File: src/ooo_pkg.sv
package ooo_pkg;

    // widest tag a port can carry, bounds rob_entries at 16
    localparam int max_tag_bits = 4;

    typedef logic [max_tag_bits-1:0] tag_t;

    // slot 0 of the rob is never allocated
    localparam tag_t no_tag = '0;

    typedef logic [4:0] reg_idx_t;

    localparam int num_regs = 32;

endpackage

File: src/rv32i_pkg.sv
package rv32i_pkg;

    typedef logic [31:0] word_t;

    // major opcodes of the supported alu instructions
    typedef enum logic [6:0] {
        op_reg = 7'b0110011,
        op_imm = 7'b0010011
    } opcode_t;

    localparam logic [2:0] f3_add = 3'b000;
    localparam logic [2:0] f3_slt = 3'b010;
    localparam logic [2:0] f3_xor = 3'b100;
    localparam logic [2:0] f3_or  = 3'b110;
    localparam logic [2:0] f3_and = 3'b111;

    // funct7 of sub, add uses all zeros
    localparam logic [6:0] f7_sub = 7'b0100000;

    typedef struct packed {
        logic [6:0] funct7;
        logic [4:0] rs2;
        logic [4:0] rs1;
        logic [2:0] funct3;
        logic [4:0] rd;
        logic [6:0] opcode;
    } r_view_t;

    typedef struct packed {
        logic [11:0] imm;
        logic [4:0]  rs1;
        logic [2:0]  funct3;
        logic [4:0]  rd;
        logic [6:0]  opcode;
    } i_view_t;

    // one instruction word, two field layouts
    typedef union packed {
        r_view_t r;
        i_view_t i;
    } rv32_instr_t;

    typedef enum logic [2:0] {
        alu_add,
        alu_sub,
        alu_and,
        alu_or,
        alu_xor,
        alu_slt
    } alu_op_t;

endpackage
File: src/ooo_core.sv
`timescale 1ns/1ps

module ooo_core #(
    parameter int rob_entries = 8,
    parameter int rs_entries  = 4
) (
    input  logic                   clk,
    input  logic                   rst,
    input  logic                   flush,
    input  logic                   instr_valid,
    input  rv32i_pkg::rv32_instr_t instr,
    output logic                   instr_ready,
    output logic                   commit_valid,
    output ooo_pkg::tag_t          commit_tag,
    output ooo_pkg::reg_idx_t      commit_rd,
    output rv32i_pkg::word_t       commit_value
);
    import ooo_pkg::*;
    import rv32i_pkg::*;

    // dispatch to rob
    logic     alloc;
    tag_t     alloc_tag;
    reg_idx_t alloc_rd;
    logic     rob_full;
    tag_t     lookup_tag_a;
    tag_t     lookup_tag_b;
    logic     lookup_ready_a;
    logic     lookup_ready_b;
    word_t    lookup_value_a;
    word_t    lookup_value_b;

    // dispatch to regfile
    reg_idx_t raddr_a;
    reg_idx_t raddr_b;
    word_t    rdata_a;
    word_t    rdata_b;

    // dispatch to station
    logic     rs_write;
    alu_op_t  rs_op;
    word_t    rs_val_a;
    word_t    rs_val_b;
    tag_t     rs_tag_a;
    tag_t     rs_tag_b;
    tag_t     rs_dest_tag;
    logic     rs_full;

    // common data bus
    logic     cdb_valid;
    tag_t     cdb_tag;
    word_t    cdb_value;

    regfile i_regfile (
        .clk     (clk),
        .rst     (rst),
        .raddr_a (raddr_a),
        .raddr_b (raddr_b),
        .rdata_a (rdata_a),
        .rdata_b (rdata_b),
        .we      (commit_valid),
        .waddr   (commit_rd),
        .wdata   (commit_value)
    );

    dispatch #(
        .rob_entries (rob_entries)
    ) i_dispatch (
        .clk            (clk),
        .rst            (rst),
        .flush          (flush),
        .instr_valid    (instr_valid),
        .instr          (instr),
        .instr_ready    (instr_ready),
        .rob_full       (rob_full),
        .rs_full        (rs_full),
        .alloc          (alloc),
        .alloc_tag      (alloc_tag),
        .alloc_rd       (alloc_rd),
        .lookup_tag_a   (lookup_tag_a),
        .lookup_tag_b   (lookup_tag_b),
        .lookup_ready_a (lookup_ready_a),
        .lookup_ready_b (lookup_ready_b),
        .lookup_value_a (lookup_value_a),
        .lookup_value_b (lookup_value_b),
        .raddr_a        (raddr_a),
        .raddr_b        (raddr_b),
        .rdata_a        (rdata_a),
        .rdata_b        (rdata_b),
        .cdb_valid      (cdb_valid),
        .cdb_tag        (cdb_tag),
        .cdb_value      (cdb_value),
        .rs_write       (rs_write),
        .rs_op          (rs_op),
        .rs_val_a       (rs_val_a),
        .rs_val_b       (rs_val_b),
        .rs_tag_a       (rs_tag_a),
        .rs_tag_b       (rs_tag_b),
        .rs_dest_tag    (rs_dest_tag),
        .commit_valid   (commit_valid),
        .commit_tag     (commit_tag),
        .commit_rd      (commit_rd)
    );

    res_station #(
        .rs_entries (rs_entries)
    ) i_res_station (
        .clk         (clk),
        .rst         (rst),
        .flush       (flush),
        .rs_write    (rs_write),
        .rs_op       (rs_op),
        .rs_val_a    (rs_val_a),
        .rs_val_b    (rs_val_b),
        .rs_tag_a    (rs_tag_a),
        .rs_tag_b    (rs_tag_b),
        .rs_dest_tag (rs_dest_tag),
        .rs_full     (rs_full),
        .cdb_valid   (cdb_valid),
        .cdb_tag     (cdb_tag),
        .cdb_value   (cdb_value)
    );

    ro_buffer #(
        .rob_entries (rob_entries)
    ) i_ro_buffer (
        .clk            (clk),
        .rst            (rst),
        .flush          (flush),
        .alloc          (alloc),
        .alloc_rd       (alloc_rd),
        .alloc_tag      (alloc_tag),
        .full           (rob_full),
        .cdb_valid      (cdb_valid),
        .cdb_tag        (cdb_tag),
        .cdb_value      (cdb_value),
        .lookup_tag_a   (lookup_tag_a),
        .lookup_tag_b   (lookup_tag_b),
        .lookup_ready_a (lookup_ready_a),
        .lookup_ready_b (lookup_ready_b),
        .lookup_value_a (lookup_value_a),
        .lookup_value_b (lookup_value_b),
        .commit_valid   (commit_valid),
        .commit_tag     (commit_tag),
        .commit_rd      (commit_rd),
        .commit_value   (commit_value)
    );

endmodule

File: src/ro_buffer.sv
`timescale 1ns/1ps

module ro_buffer #(
    parameter int rob_entries = 8
) (
    input  logic              clk,
    input  logic              rst,
    input  logic              flush,
    input  logic              alloc,
    input  ooo_pkg::reg_idx_t alloc_rd,
    output ooo_pkg::tag_t     alloc_tag,
    output logic              full,
    input  logic              cdb_valid,
    input  ooo_pkg::tag_t     cdb_tag,
    input  rv32i_pkg::word_t  cdb_value,
    input  ooo_pkg::tag_t     lookup_tag_a,
    input  ooo_pkg::tag_t     lookup_tag_b,
    output logic              lookup_ready_a,
    output logic              lookup_ready_b,
    output rv32i_pkg::word_t  lookup_value_a,
    output rv32i_pkg::word_t  lookup_value_b,
    output logic              commit_valid,
    output ooo_pkg::tag_t     commit_tag,
    output ooo_pkg::reg_idx_t commit_rd,
    output rv32i_pkg::word_t  commit_value
);
    import ooo_pkg::*;
    import rv32i_pkg::*;

    localparam int ptr_w = $clog2(rob_entries);

    if (rob_entries > (1 << max_tag_bits) || rob_entries < 4) begin : g_size_check
        $error("rob_entries %0d outside 4 to %0d", rob_entries, 1 << max_tag_bits);
    end

    logic             valid [rob_entries];
    logic             done  [rob_entries];
    reg_idx_t         rd    [rob_entries];
    word_t            value [rob_entries];
    logic [ptr_w-1:0] head;
    logic [ptr_w-1:0] tail;
    logic [ptr_w:0]   count;
    logic             head_done;

    // wrap skips reserved slot 0
    function automatic logic [ptr_w-1:0] next_ptr(input logic [ptr_w-1:0] p);
        return (p == ptr_w'(rob_entries - 1)) ? ptr_w'(1) : p + 1'b1;
    endfunction

    assign full      = count == (ptr_w + 1)'(rob_entries - 1);
    assign alloc_tag = tag_t'(tail);
    assign head_done = valid[head] && done[head];

    // done outlives commit so operand lookup still hits during the commit pulse
    assign lookup_ready_a = done[lookup_tag_a[ptr_w-1:0]];
    assign lookup_ready_b = done[lookup_tag_b[ptr_w-1:0]];
    assign lookup_value_a = value[lookup_tag_a[ptr_w-1:0]];
    assign lookup_value_b = value[lookup_tag_b[ptr_w-1:0]];

    always_ff @(posedge clk) begin
        if (rst || flush) begin
            for (int i = 0; i < rob_entries; i++) begin
                valid[i] <= 1'b0;
                done[i]  <= 1'b0;
            end
            head         <= ptr_w'(1);
            tail         <= ptr_w'(1);
            count        <= '0;
            commit_valid <= 1'b0;
        end else begin
            commit_valid <= head_done;
            // results land by tag
            if (cdb_valid) begin
                done[cdb_tag[ptr_w-1:0]] <= 1'b1;
            end
            // retire head, one per cycle
            if (head_done) begin
                valid[head] <= 1'b0;
                head        <= next_ptr(head);
            end
            // allocation runs alongside commit
            if (alloc) begin
                valid[tail] <= 1'b1;
                done[tail]  <= 1'b0;
                tail        <= next_ptr(tail);
            end
            count <= count + (ptr_w + 1)'(alloc) - (ptr_w + 1)'(head_done);
        end
    end

    always_ff @(posedge clk) begin
        if (alloc) begin
            rd[tail] <= alloc_rd;
        end
        if (cdb_valid) begin
            value[cdb_tag[ptr_w-1:0]] <= cdb_value;
        end
        // registered commit record
        if (head_done) begin
            commit_tag   <= tag_t'(head);
            commit_rd    <= rd[head];
            commit_value <= value[head];
        end
    end

endmodule

File: src/res_station.sv
`timescale 1ns/1ps

module res_station #(
    parameter int rs_entries = 4
) (
    input  logic               clk,
    input  logic               rst,
    input  logic               flush,
    input  logic               rs_write,
    input  rv32i_pkg::alu_op_t rs_op,
    input  rv32i_pkg::word_t   rs_val_a,
    input  rv32i_pkg::word_t   rs_val_b,
    input  ooo_pkg::tag_t      rs_tag_a,
    input  ooo_pkg::tag_t      rs_tag_b,
    input  ooo_pkg::tag_t      rs_dest_tag,
    output logic               rs_full,
    output logic               cdb_valid,
    output ooo_pkg::tag_t      cdb_tag,
    output rv32i_pkg::word_t   cdb_value
);
    import ooo_pkg::*;
    import rv32i_pkg::*;

    localparam int idx_w = (rs_entries > 1) ? $clog2(rs_entries) : 1;

    logic             busy  [rs_entries];
    alu_op_t          op    [rs_entries];
    word_t            val_a [rs_entries];
    word_t            val_b [rs_entries];
    tag_t             tag_a [rs_entries];
    tag_t             tag_b [rs_entries];
    tag_t             dest  [rs_entries];
    logic             free_found;
    logic             sel_found;
    logic [idx_w-1:0] free_idx;
    logic [idx_w-1:0] sel_idx;
    word_t            opa;
    word_t            opb;
    word_t            result;

    // lowest free slot and lowest slot with both operands
    always_comb begin
        free_found = 1'b0;
        free_idx   = '0;
        sel_found  = 1'b0;
        sel_idx    = '0;
        for (int i = rs_entries - 1; i >= 0; i--) begin
            if (!busy[i]) begin
                free_found = 1'b1;
                free_idx   = idx_w'(i);
            end
            if (busy[i] && tag_a[i] == no_tag && tag_b[i] == no_tag) begin
                sel_found = 1'b1;
                sel_idx   = idx_w'(i);
            end
        end
    end

    assign rs_full = !free_found;

    // alu on the selected slot
    assign opa = val_a[sel_idx];
    assign opb = val_b[sel_idx];

    always_comb begin
        case (op[sel_idx])
            alu_add: result = opa + opb;
            alu_sub: result = opa - opb;
            alu_and: result = opa & opb;
            alu_or:  result = opa | opb;
            alu_xor: result = opa ^ opb;
            alu_slt: result = {31'b0, $signed(opa) < $signed(opb)};
            default: result = opa + opb;
        endcase
    end

    always_ff @(posedge clk) begin
        if (rst || flush) begin
            for (int i = 0; i < rs_entries; i++) begin
                busy[i] <= 1'b0;
            end
            cdb_valid <= 1'b0;
        end else begin
            cdb_valid <= sel_found;
            if (sel_found) begin
                busy[sel_idx] <= 1'b0;
            end
            // never the selected slot, that one is busy
            if (rs_write && free_found) begin
                busy[free_idx] <= 1'b1;
            end
        end
    end

    always_ff @(posedge clk) begin
        // snoop our own broadcast, a valid cdb tag is never no_tag
        for (int i = 0; i < rs_entries; i++) begin
            if (cdb_valid && tag_a[i] == cdb_tag) begin
                val_a[i] <= cdb_value;
                tag_a[i] <= no_tag;
            end
            if (cdb_valid && tag_b[i] == cdb_tag) begin
                val_b[i] <= cdb_value;
                tag_b[i] <= no_tag;
            end
        end
        // new entry overrides any stale snoop of a free slot
        if (rs_write && free_found) begin
            op[free_idx]    <= rs_op;
            val_a[free_idx] <= rs_val_a;
            val_b[free_idx] <= rs_val_b;
            tag_a[free_idx] <= rs_tag_a;
            tag_b[free_idx] <= rs_tag_b;
            dest[free_idx]  <= rs_dest_tag;
        end
        if (sel_found) begin
            cdb_tag   <= dest[sel_idx];
            cdb_value <= result;
        end
    end

endmodule

File: src/dispatch.sv
`timescale 1ns/1ps

module dispatch #(
    parameter int rob_entries = 8
) (
    input  logic                  clk,
    input  logic                  rst,
    input  logic                  flush,
    input  logic                  instr_valid,
    input  rv32i_pkg::rv32_instr_t instr,
    output logic                  instr_ready,
    input  logic                  rob_full,
    input  logic                  rs_full,
    output logic                  alloc,
    input  ooo_pkg::tag_t         alloc_tag,
    output ooo_pkg::reg_idx_t     alloc_rd,
    output ooo_pkg::tag_t         lookup_tag_a,
    output ooo_pkg::tag_t         lookup_tag_b,
    input  logic                  lookup_ready_a,
    input  logic                  lookup_ready_b,
    input  rv32i_pkg::word_t      lookup_value_a,
    input  rv32i_pkg::word_t      lookup_value_b,
    output ooo_pkg::reg_idx_t     raddr_a,
    output ooo_pkg::reg_idx_t     raddr_b,
    input  rv32i_pkg::word_t      rdata_a,
    input  rv32i_pkg::word_t      rdata_b,
    input  logic                  cdb_valid,
    input  ooo_pkg::tag_t         cdb_tag,
    input  rv32i_pkg::word_t      cdb_value,
    output logic                  rs_write,
    output rv32i_pkg::alu_op_t    rs_op,
    output rv32i_pkg::word_t      rs_val_a,
    output rv32i_pkg::word_t      rs_val_b,
    output ooo_pkg::tag_t         rs_tag_a,
    output ooo_pkg::tag_t         rs_tag_b,
    output ooo_pkg::tag_t         rs_dest_tag,
    input  logic                  commit_valid,
    input  ooo_pkg::tag_t         commit_tag,
    input  ooo_pkg::reg_idx_t     commit_rd
);
    import ooo_pkg::*;
    import rv32i_pkg::*;

    if (rob_entries > (1 << max_tag_bits)) begin : g_tag_check
        $error("rob_entries %0d needs more than %0d tag bits", rob_entries, max_tag_bits);
    end

    // youngest in-flight writer per register, no_tag when the regfile is current
    tag_t     rename [num_regs];
    opcode_t  opcode;
    logic     is_reg;
    logic     is_imm;
    reg_idx_t rs1;
    reg_idx_t rs2;
    reg_idx_t rd;
    word_t    imm;

    // issue handshake
    assign instr_ready = !rob_full && !rs_full;
    assign alloc       = instr_valid && instr_ready;
    assign rs_write    = alloc;
    assign rs_dest_tag = alloc_tag;
    assign alloc_rd    = rd;

    // opcode and immediate from the i view, registers from the r view
    assign opcode = opcode_t'(instr.i.opcode);
    assign is_reg = opcode == op_reg;
    assign is_imm = opcode == op_imm;
    assign rs1    = instr.r.rs1;
    assign rs2    = instr.r.rs2;
    assign rd     = instr.r.rd;
    assign imm    = {{20{instr.i.imm[11]}}, instr.i.imm};

    always_comb begin
        case (instr.r.funct3)
            // funct7 only meaningful for the register form
            f3_add:  rs_op = (is_reg && instr.r.funct7 == f7_sub) ? alu_sub : alu_add;
            f3_slt:  rs_op = alu_slt;
            f3_xor:  rs_op = alu_xor;
            f3_or:   rs_op = alu_or;
            f3_and:  rs_op = alu_and;
            default: rs_op = alu_add;
        endcase
    end

    assign raddr_a      = rs1;
    assign raddr_b      = rs2;
    assign lookup_tag_a = rename[rs1];
    assign lookup_tag_b = rename[rs2];

    // regfile, then finished rob entry, then a result on the bus right now
    function automatic void resolve(
        input  tag_t  src_tag,
        input  word_t rf_val,
        input  logic  rob_rdy,
        input  word_t rob_val,
        output tag_t  tag_out,
        output word_t val_out
    );
        if (src_tag == no_tag) begin
            tag_out = no_tag;
            val_out = rf_val;
        end else if (rob_rdy) begin
            tag_out = no_tag;
            val_out = rob_val;
        end else if (cdb_valid && cdb_tag == src_tag) begin
            tag_out = no_tag;
            val_out = cdb_value;
        end else begin
            // still waiting, the station snoops for it
            tag_out = src_tag;
            val_out = '0;
        end
    endfunction

    always_comb begin
        resolve(lookup_tag_a, rdata_a, lookup_ready_a, lookup_value_a, rs_tag_a, rs_val_a);
        resolve(lookup_tag_b, rdata_b, lookup_ready_b, lookup_value_b, rs_tag_b, rs_val_b);
        if (is_imm) begin
            rs_tag_b = no_tag;
            rs_val_b = imm;
        end
    end

    always_ff @(posedge clk) begin
        if (rst || flush) begin
            for (int i = 0; i < num_regs; i++) begin
                rename[i] <= no_tag;
            end
        end else begin
            // drop the mapping once its writer has retired
            if (commit_valid && rename[commit_rd] == commit_tag) begin
                rename[commit_rd] <= no_tag;
            end
            // a new writer of the same register wins over the clear
            if (alloc && rd != '0) begin
                rename[rd] <= alloc_tag;
            end
        end
    end

endmodule

File: src/regfile.sv
`timescale 1ns/1ps

module regfile (
    input  logic              clk,
    input  logic              rst,
    input  ooo_pkg::reg_idx_t raddr_a,
    input  ooo_pkg::reg_idx_t raddr_b,
    output rv32i_pkg::word_t  rdata_a,
    output rv32i_pkg::word_t  rdata_b,
    input  logic              we,
    input  ooo_pkg::reg_idx_t waddr,
    input  rv32i_pkg::word_t  wdata
);
    import ooo_pkg::*;
    import rv32i_pkg::*;

    word_t regs [num_regs];

    // no write bypass, the rename table still holds the tag
    // until the commit edge
    assign rdata_a = regs[raddr_a];
    assign rdata_b = regs[raddr_b];

    always_ff @(posedge clk) begin
        if (rst) begin
            for (int i = 0; i < num_regs; i++) begin
                regs[i] <= '0;
            end
        end else if (we && waddr != '0) begin
            // x0 stays zero
            regs[waddr] <= wdata;
        end
    end

endmodule

File: config.mk
export PLATFORM = sky130hd
export DESIGN_NAME = ooo_core
export DESIGN_NICKNAME = d
export VERILOG_FILES = /design/src/ooo_pkg.sv /design/src/rv32i_pkg.sv /design/src/ooo_core.sv /design/src/ro_buffer.sv /design/src/res_station.sv /design/src/dispatch.sv /design/src/regfile.sv
export SDC_FILE = /design/constraint.sdc
export NUM_CORES = 2
export LEC_CHECK = 0
export BUFFER_PORTS_ARGS = -buffer_cell sky130_fd_sc_hd__buf_2
export CORE_MARGIN = 5
export CORE_UTILIZATION = 37
export CTS_CLUSTER_SIZE = 28
export DETAILED_ROUTE_END_ITERATION = 8
export MAX_ROUTING_LAYER = met4
export PLACE_DENSITY = 0.56
export SETUP_SLACK_MARGIN = 0.05
export SYNTH_ARGS = -nofsm -noshare
export SYNTH_HDL_FRONTEND = slang
export SYNTH_SLANG_ARGS = --single-unit
File: constraint.sdc
create_clock -name clk -period 6.4 [get_ports clk]
set_clock_uncertainty 0.2 [all_clocks]
set_input_delay 0.96 -clock clk [delete_from_list [all_inputs] [get_ports clk]]
set_output_delay 0.96 -clock clk [all_outputs]
set_load 0.05 [all_outputs]
# Yosys cells after proc, flatten, opt, wreduce, memory -nomap -nowiden
# Memories as Yosys holds them, arrays and structs flattened. A register that Yosys moved wholly into a read port is not among the register bits.
# Index checks and enable logic that the tools add are counted.
# Widths: inputs -> output; s select.
dict set report totals {
  reg_bits 51
  ramBits 1748
  input_bits 36
  output_inout_bits 43
  elab_cells 220
  mem_count 13
}
# memory words word_bits rd rd_ports_with_merged_regs write_ports line
set memory_table {}
lappend memory_table {i_regfile.regs 32 32 2 0 32 regfile.sv:17} ;# word_t regs [num_regs];
lappend memory_table {i_ro_buffer.value 8 32 3 1 1 ro_buffer.sv:39} ;# word_t value [rob_entries];
lappend memory_table {i_res_station.val_a 4 32 1 0 5 res_station.sv:28} ;# word_t val_a [rs_entries];
lappend memory_table {i_res_station.val_b 4 32 1 0 5 res_station.sv:29} ;# word_t val_b [rs_entries];
lappend memory_table {i_dispatch.rename 32 3 3 0 32 dispatch.sv:49} ;# tag_t rename [num_regs];
lappend memory_table {i_ro_buffer.rd 8 5 1 1 1 ro_buffer.sv:38} ;# reg_idx_t rd [rob_entries];
lappend memory_table {{7 more memories} n/a n/a n/a n/a n/a n/a}
dict set report op_classes {
  addsub 6
  n_lt_le_gt_ge 1
  n_eq_ne 26
  muxes 113
  bitwise 3
  reduce_logical 50
}
# op count
set ops {}
lappend ops {{$mux 32} 8}
lappend ops {{$pmux 32 s5} 1}
lappend ops {{$mux 1} 71}
lappend ops {{$eq 4x4->1} 10}
lappend ops {{$logic_not 4->1} 10}
lappend ops {{$mux 3} 12}
lappend ops {{$add 32x32->32} 1}
lappend ops {{$and 32x32->32} 1}
lappend ops {{$lt 32x32->1} 1}
lappend ops {{$or 32x32->32} 1}
lappend ops {{$reduce_or 32->1} 1}
lappend ops {{$sub 32x32->32} 1}
lappend ops {{$xor 32x32->32} 1}
lappend ops {{$mux 4} 7}
lappend ops {{$logic_and 1x1->1} 26}
lappend ops {{$eq 3x3->1 const B} 7}
lappend ops {{$mux 2} 10}
lappend ops {{$mux 5} 3}
lappend ops {{$pmux 3 s5} 1}
lappend ops {{$eq 7x6->1 const B} 2}
lappend ops {{$reduce_bool 5->1} 2}
lappend ops {{$eq 3x2->1 const B} 3}
lappend ops {{$eq 7x5->1 const B} 1}
lappend ops {{$add 3x1->3 const B} 2}
lappend ops {{other kinds (10)} 16}

# Longest topological paths before layout
# An unclocked memory read counts as a cell.
dict set report depth {
  word_depth 13
  mapped_depth 22
  mapped_depth_nobuf 20
}

# Modules after synthesis
# A second synthesis with hierarchy kept.
dict set report hier_totals {
  cells_unflattened 8974
  hier_area_um2 106284.4
}
# module n_inst cells_per_inst area_per_inst_um2 seq_area_each_um2
set by_module_without_submodules {}
lappend by_module_without_submodules {regfile 1 4605 55896.1 30749.5}
lappend by_module_without_submodules {res_station 1 2236 21618.2 10670.2}
lappend by_module_without_submodules {ro_buffer 1 1027 17700.7 10690.3}
lappend by_module_without_submodules {dispatch 1 1106 11069.4 3843.7}

# Least setup slack after synthesis
# Ideal clock, no wire load.
dict set report synth_path {
  path_kind {register to register}
  start {mem i_res_station.tag_b[1][1] in the netlist's numbering}
  end {reg i_res_station.cdb_value[25] (data pin)}
  setup_time_ns 0.146
  t_arrival_ns 5.351
  required_ns 6.054
  path_slack_ns 0.704
  stages_incl_launch_ff 21
  n_path_buf 4
  period_less_slack_ns 5.696
  path_cell_list {edfxtp_1 -> or4b_1 -> or4_1 -> clkbuf_1 -> a21oi_1 -> buf_1 -> buf_2 -> mux2i_1 -> a21oi_1 -> ha_1 -> clkbuf_1 -> nand2_1 -> o31ai_1 -> a211oi_1 -> a22oi_1 -> a31oi_1 -> o211ai_1 -> a21o_1 -> a211oi_1 -> or4b_1 -> a21oi_1}
}
# element line
set synth_lines {}
lappend synth_lines {{from (decl)} res_station.sv:31} ;# tag_t tag_b [rs_entries];
lappend synth_lines {{to (signal assigned)} res_station.sv:118} ;# cdb_value <= result;
lappend synth_lines {{to (decl)} res_station.sv:19} ;# output rv32i_pkg::word_t cdb_value

==> qor.txt <==
Post-Synth XOR/XNOR Area - 0.00436
VDD IR max - 0.000259 V
Cell Count, Final, Fillers Out - 11,000
largest family of logic cells by synthesized area - multiplexers
Fin. Hold Viols - 0
Final ANT Viol Nets - 0
largest net degree at the start of global routing - 121
leakage power - 39.2 nW
Buffers on Ports - 77
Die ar. - 282,000 um^2
CP startpoint kind - flop
mean area per synthesized cell - 13.5 um^2
dpl ws - 0.246 ns
layout cells sized above 1 - 0.215
Power Dens Cells - 258 nW/um^2
Final period util - 0.959
Net Sw Power - 0.00749 W
vias in the first global route - 67,200
post-synth top area share - 0.537
io pins - 79
highest metal used - met4
CTS Hold Bufs - 0
Cell Rows - 191
arrival time of the worst setup path - 6.63 ns
grt total ovfl - 0
Clock Sinks - 1,830
synth top area cells - edfxtp_1 (54%), mux4_2 (14%), and2_1 (6.3%), mux2i_1 (4.2%), clkbuf_1 (1.9%)
worst hold path stage count - 1
CTS tree - yes
Post-DP HPWL - 217,000 um
Clock Latency Late Sink - 0.87 ns
crit end category - flop
Die Y - 531 um
final setup violating endpoints - 0
first-pass GRT wire length - 495,000 um
CTS buffer count - 199
total number of vias - 67,800
M1 wire length - 141,000 um
initial antenna violation count - 24
fmax - 163 MHz
leading area contributor after synthesis - edfxtp_1
Distinct cells, synth - 95
Compound-Gate Fraction of Synth Area - 0.0937
Final min period - 6.14 ns
fraction of synthesized area in multiplexers - 0.195
placed insts - 10,700
Synth async-reset ratio - 0
Top reg by flops - i_regfile.regs
slowest stage cell, crit path - or4_1
post-DR wirelength/cell - 31.5 um
Synth Cell Area - 100,000 um^2
H-tree depth - 4
die width - 531 um
FF-to-FF Start - i_res_station.tag_b[1][1]$_SDFFCE_PN0P_
Post-Synthesis Cells - 7,405
DRT Pass-1 Iters - 6
Clock Tree Buf Depth - 3
Worst R2R Setup Slack - 0.26 ns
Setup CP Type - reg -> reg
Worst Slack Setup Final - 0.261 ns
clock slew seen by the registers of the worst setup and hold paths - 0.06 ns
worst hold endpoint - i_ro_buffer.rd[7][0]$_DFFE_PP_
Worst Tran Pin Value - 1.28 ns
Hold Startpoint - instr[7]
relative slew slack - 0.146
root buf cell - clkbuf_16
Total Wirelength - 348,000 um
GRT Total Usage - 0.249
critical-path cell list - or4b_1 -> or4_1 -> a21oi_4 -> buf_12 -> mux2i_1 -> a21oi_1 -> ha_2 -> nand2_1 -> o31ai_1 -> a211oi_2 -> a22oi_1 -> a31oi_1 -> o211ai_1 -> a21o_1 -> a211oi_1 -> or4b_1 -> a21oi_1
Initial Utilization - 0.371
Net Sw Frac - 0.261
Gate power share - 0.129
R2R cell count - 17
GPL Wtd Cong - 0.902
Internal Power - 0.0213 W
adder-cell share of the synthesized area - 0.0137
cell family with most CP delay - compound AO/OA/AOI/OAI gates
area grow syn2layout - 11.2%
worst-path fanout max - 43
Simple-Gate Fraction of Synth Area - 0.117
core area - 270,000 um^2
routed wl met2 - 164,000 um
max reg flops - 1,024
Max Cap Viol - 0
part of the power in registers - 0.473
Yosys Warn Count - 0
WP data required - 6.89 ns
unrepaired setup endpoints after global routing - no
Nets - 7,435
Top FF cell, synth - edfxtp_1
Clk pwr share - 0.397
WHS - 0.290 ns
1st-iter DRT viols - 8,425
wire length on met3 - 31,500 um
Fillers - 24,500
Slew Limit Fails - 0
DRC Markers - 0
Setup TNS - 0 ns
outcome - completed
Hold Crit Class - in -> reg
sequential element share of the synthesized area - 0.544
vias per std cell - 6.15
number of synthesized flops with an enable pin - 1,795
crit-path max cell delay - 0.61 ns
synthesized flop and latch total - 1,830
FF-to-FF End - i_res_station.cdb_value[25]$_DFFE_PP_
Crit path buffers/inverters - 1
[metrics by stage]
stage | util | total power, W | cell area, um^2
CTS | 0.413 | 0.0288 | 112000
detailed placement | 0.389 | 0.0175 | 105000
global placement | 0.389 | 0.0175 | 105000
global route | 0.413 | 0.0296 | 112000
floorplan | - | 0.0162 | 100000
finish | 0.413 | 0.0288 | 112000
[power by group through the flow]
stage	logic (W)	registers (W)	clock network (W)
floorplan	0.00238	0.0138	0
global placement	0.00362	0.0138	0
detailed placement	0.00364	0.0139	0
CTS	0.00365	0.0136	0.0116
global route	0.00391	0.0136	0.0121
finish	0.00371	0.0136	0.0114
[layout make-up]
cell class              count  area (um^2)  share of cell area
well taps                3570         4470              0.0400
clock buffers             256         5240              0.0470
diodes                     11         27.5            0.000247
flip-flops and latches   1830        54600               0.489
inverters                 135          507             0.00454
repair buffers            335         2540              0.0228
clock inverters           103         1070             0.00958
multi-input cells        4790        43100               0.386
[cell usage in the layout (no fill, tap or decap), drive strengths merged, types with 22 or more instances in the layout]
cell type,n
a211oi,49
a21bo,51
a21o,25
a21oi,297
a221o,24
a221oi,45
a22oi,232
a41oi,46
and2,1007
and3,137
buf,334
clkbuf,257
clkinv,67
conb,36
dfxtp,35
edfxtp,1795
ha,105
inv,146
mux2,115
mux2i,424
mux4,622
nand2,248
nand2b,22
nand3,77
nand4,68
nor2,328
nor2b,42
nor3,42
o211ai,122
o21ai,151
o21ba,60
o221ai,24
o22ai,94
or2,38
or3,24
or4,22
xnor2,44
[cell families after synthesis]
kind of cell	count (synthesis)
other cells	1
xor+xnor	50
compound gates	1333
flops	1830
mux	1161
simple gates	2102
buf+inv	820
fa+ha+maj	108
[how the worst max path moves through the flow]
stage / slack, ns / endpoint / startpoint / cells past startpoint
CTS: 0.24 / i_res_station.cdb_value[25]$_DFFE_PP_ / i_res_station.tag_b[1][1]$_SDFFCE_PN0P_ / 17
global route: 0.07 / i_res_station.cdb_value[25]$_DFFE_PP_ / i_res_station.tag_b[1][1]$_SDFFCE_PN0P_ / 17
floorplan: 0.70 / i_res_station.cdb_value[25]$_DFFE_PP_ / i_res_station.tag_b[1][1]$_SDFFCE_PN0P_ / 20
global placement: 0.29 / i_res_station.cdb_value[29]$_DFFE_PP_ / i_res_station.tag_b[1][1]$_SDFFCE_PN0P_ / 17
detailed placement: 0.25 / i_res_station.cdb_value[25]$_DFFE_PP_ / i_res_station.tag_b[1][1]$_SDFFCE_PN0P_ / 17
finish: 0.26 / i_res_station.cdb_value[25]$_DFFE_PP_ / i_res_station.tag_b[1][1]$_SDFFCE_PN0P_ / 17
[metal layers]
layer / global-route usage / vias up
met5: - / -
met4: 0.0751 / 0
met3: 0.0475 / 661
met2: 0.390 / 3544
met1: 0.330 / 35100
li1: - / 28500
[synthesized netlist by cell type, types with 22 or more instances]
library cell  count
a211oi_1         48
a21bo_2          51
a21o_1           25
a21oi_1         296
a221o_1          24
a221oi_1         45
a22oi_1         232
a41oi_1          46
and2_1         1005
and3_1          137
buf_1            82
buf_2            85
clkbuf_1        503
dfxtp_1          35
edfxtp_1       1795
ha_1            105
inv_1           132
mux2_2          115
mux2i_1         423
mux4_2          622
nand2_1         248
nand2b_1         22
nand3_1          74
nand4_1          68
nor2_1          326
nor2b_1          42
nor3_1           38
o211ai_1        116
o21ai_0         139
o21ba_2          55
o221ai_1         24
o22ai_1          94
or2_2            38
or3_1            24
or4_1            22
xnor2_1          44
[worst register-to-register path: cells and delay by family, from the launching register on]
kind                     cells  cell delay, ns
adder cells (fa/ha/maj)      1            0.53
AO/OA/AOI/OAI               10            2.42
flip-flops                   1            0.40
buffers and inverters        1            0.33
multiplexers                 1            0.28
AND/OR/NAND/NOR              4            1.86
[repair_timing]
item,4_1_cts,5_1_grt
setup buffers,0,0
gates resized for setup,0,5
setup endpoints to repair,0,4
Power figures use the tool's default switching activity.
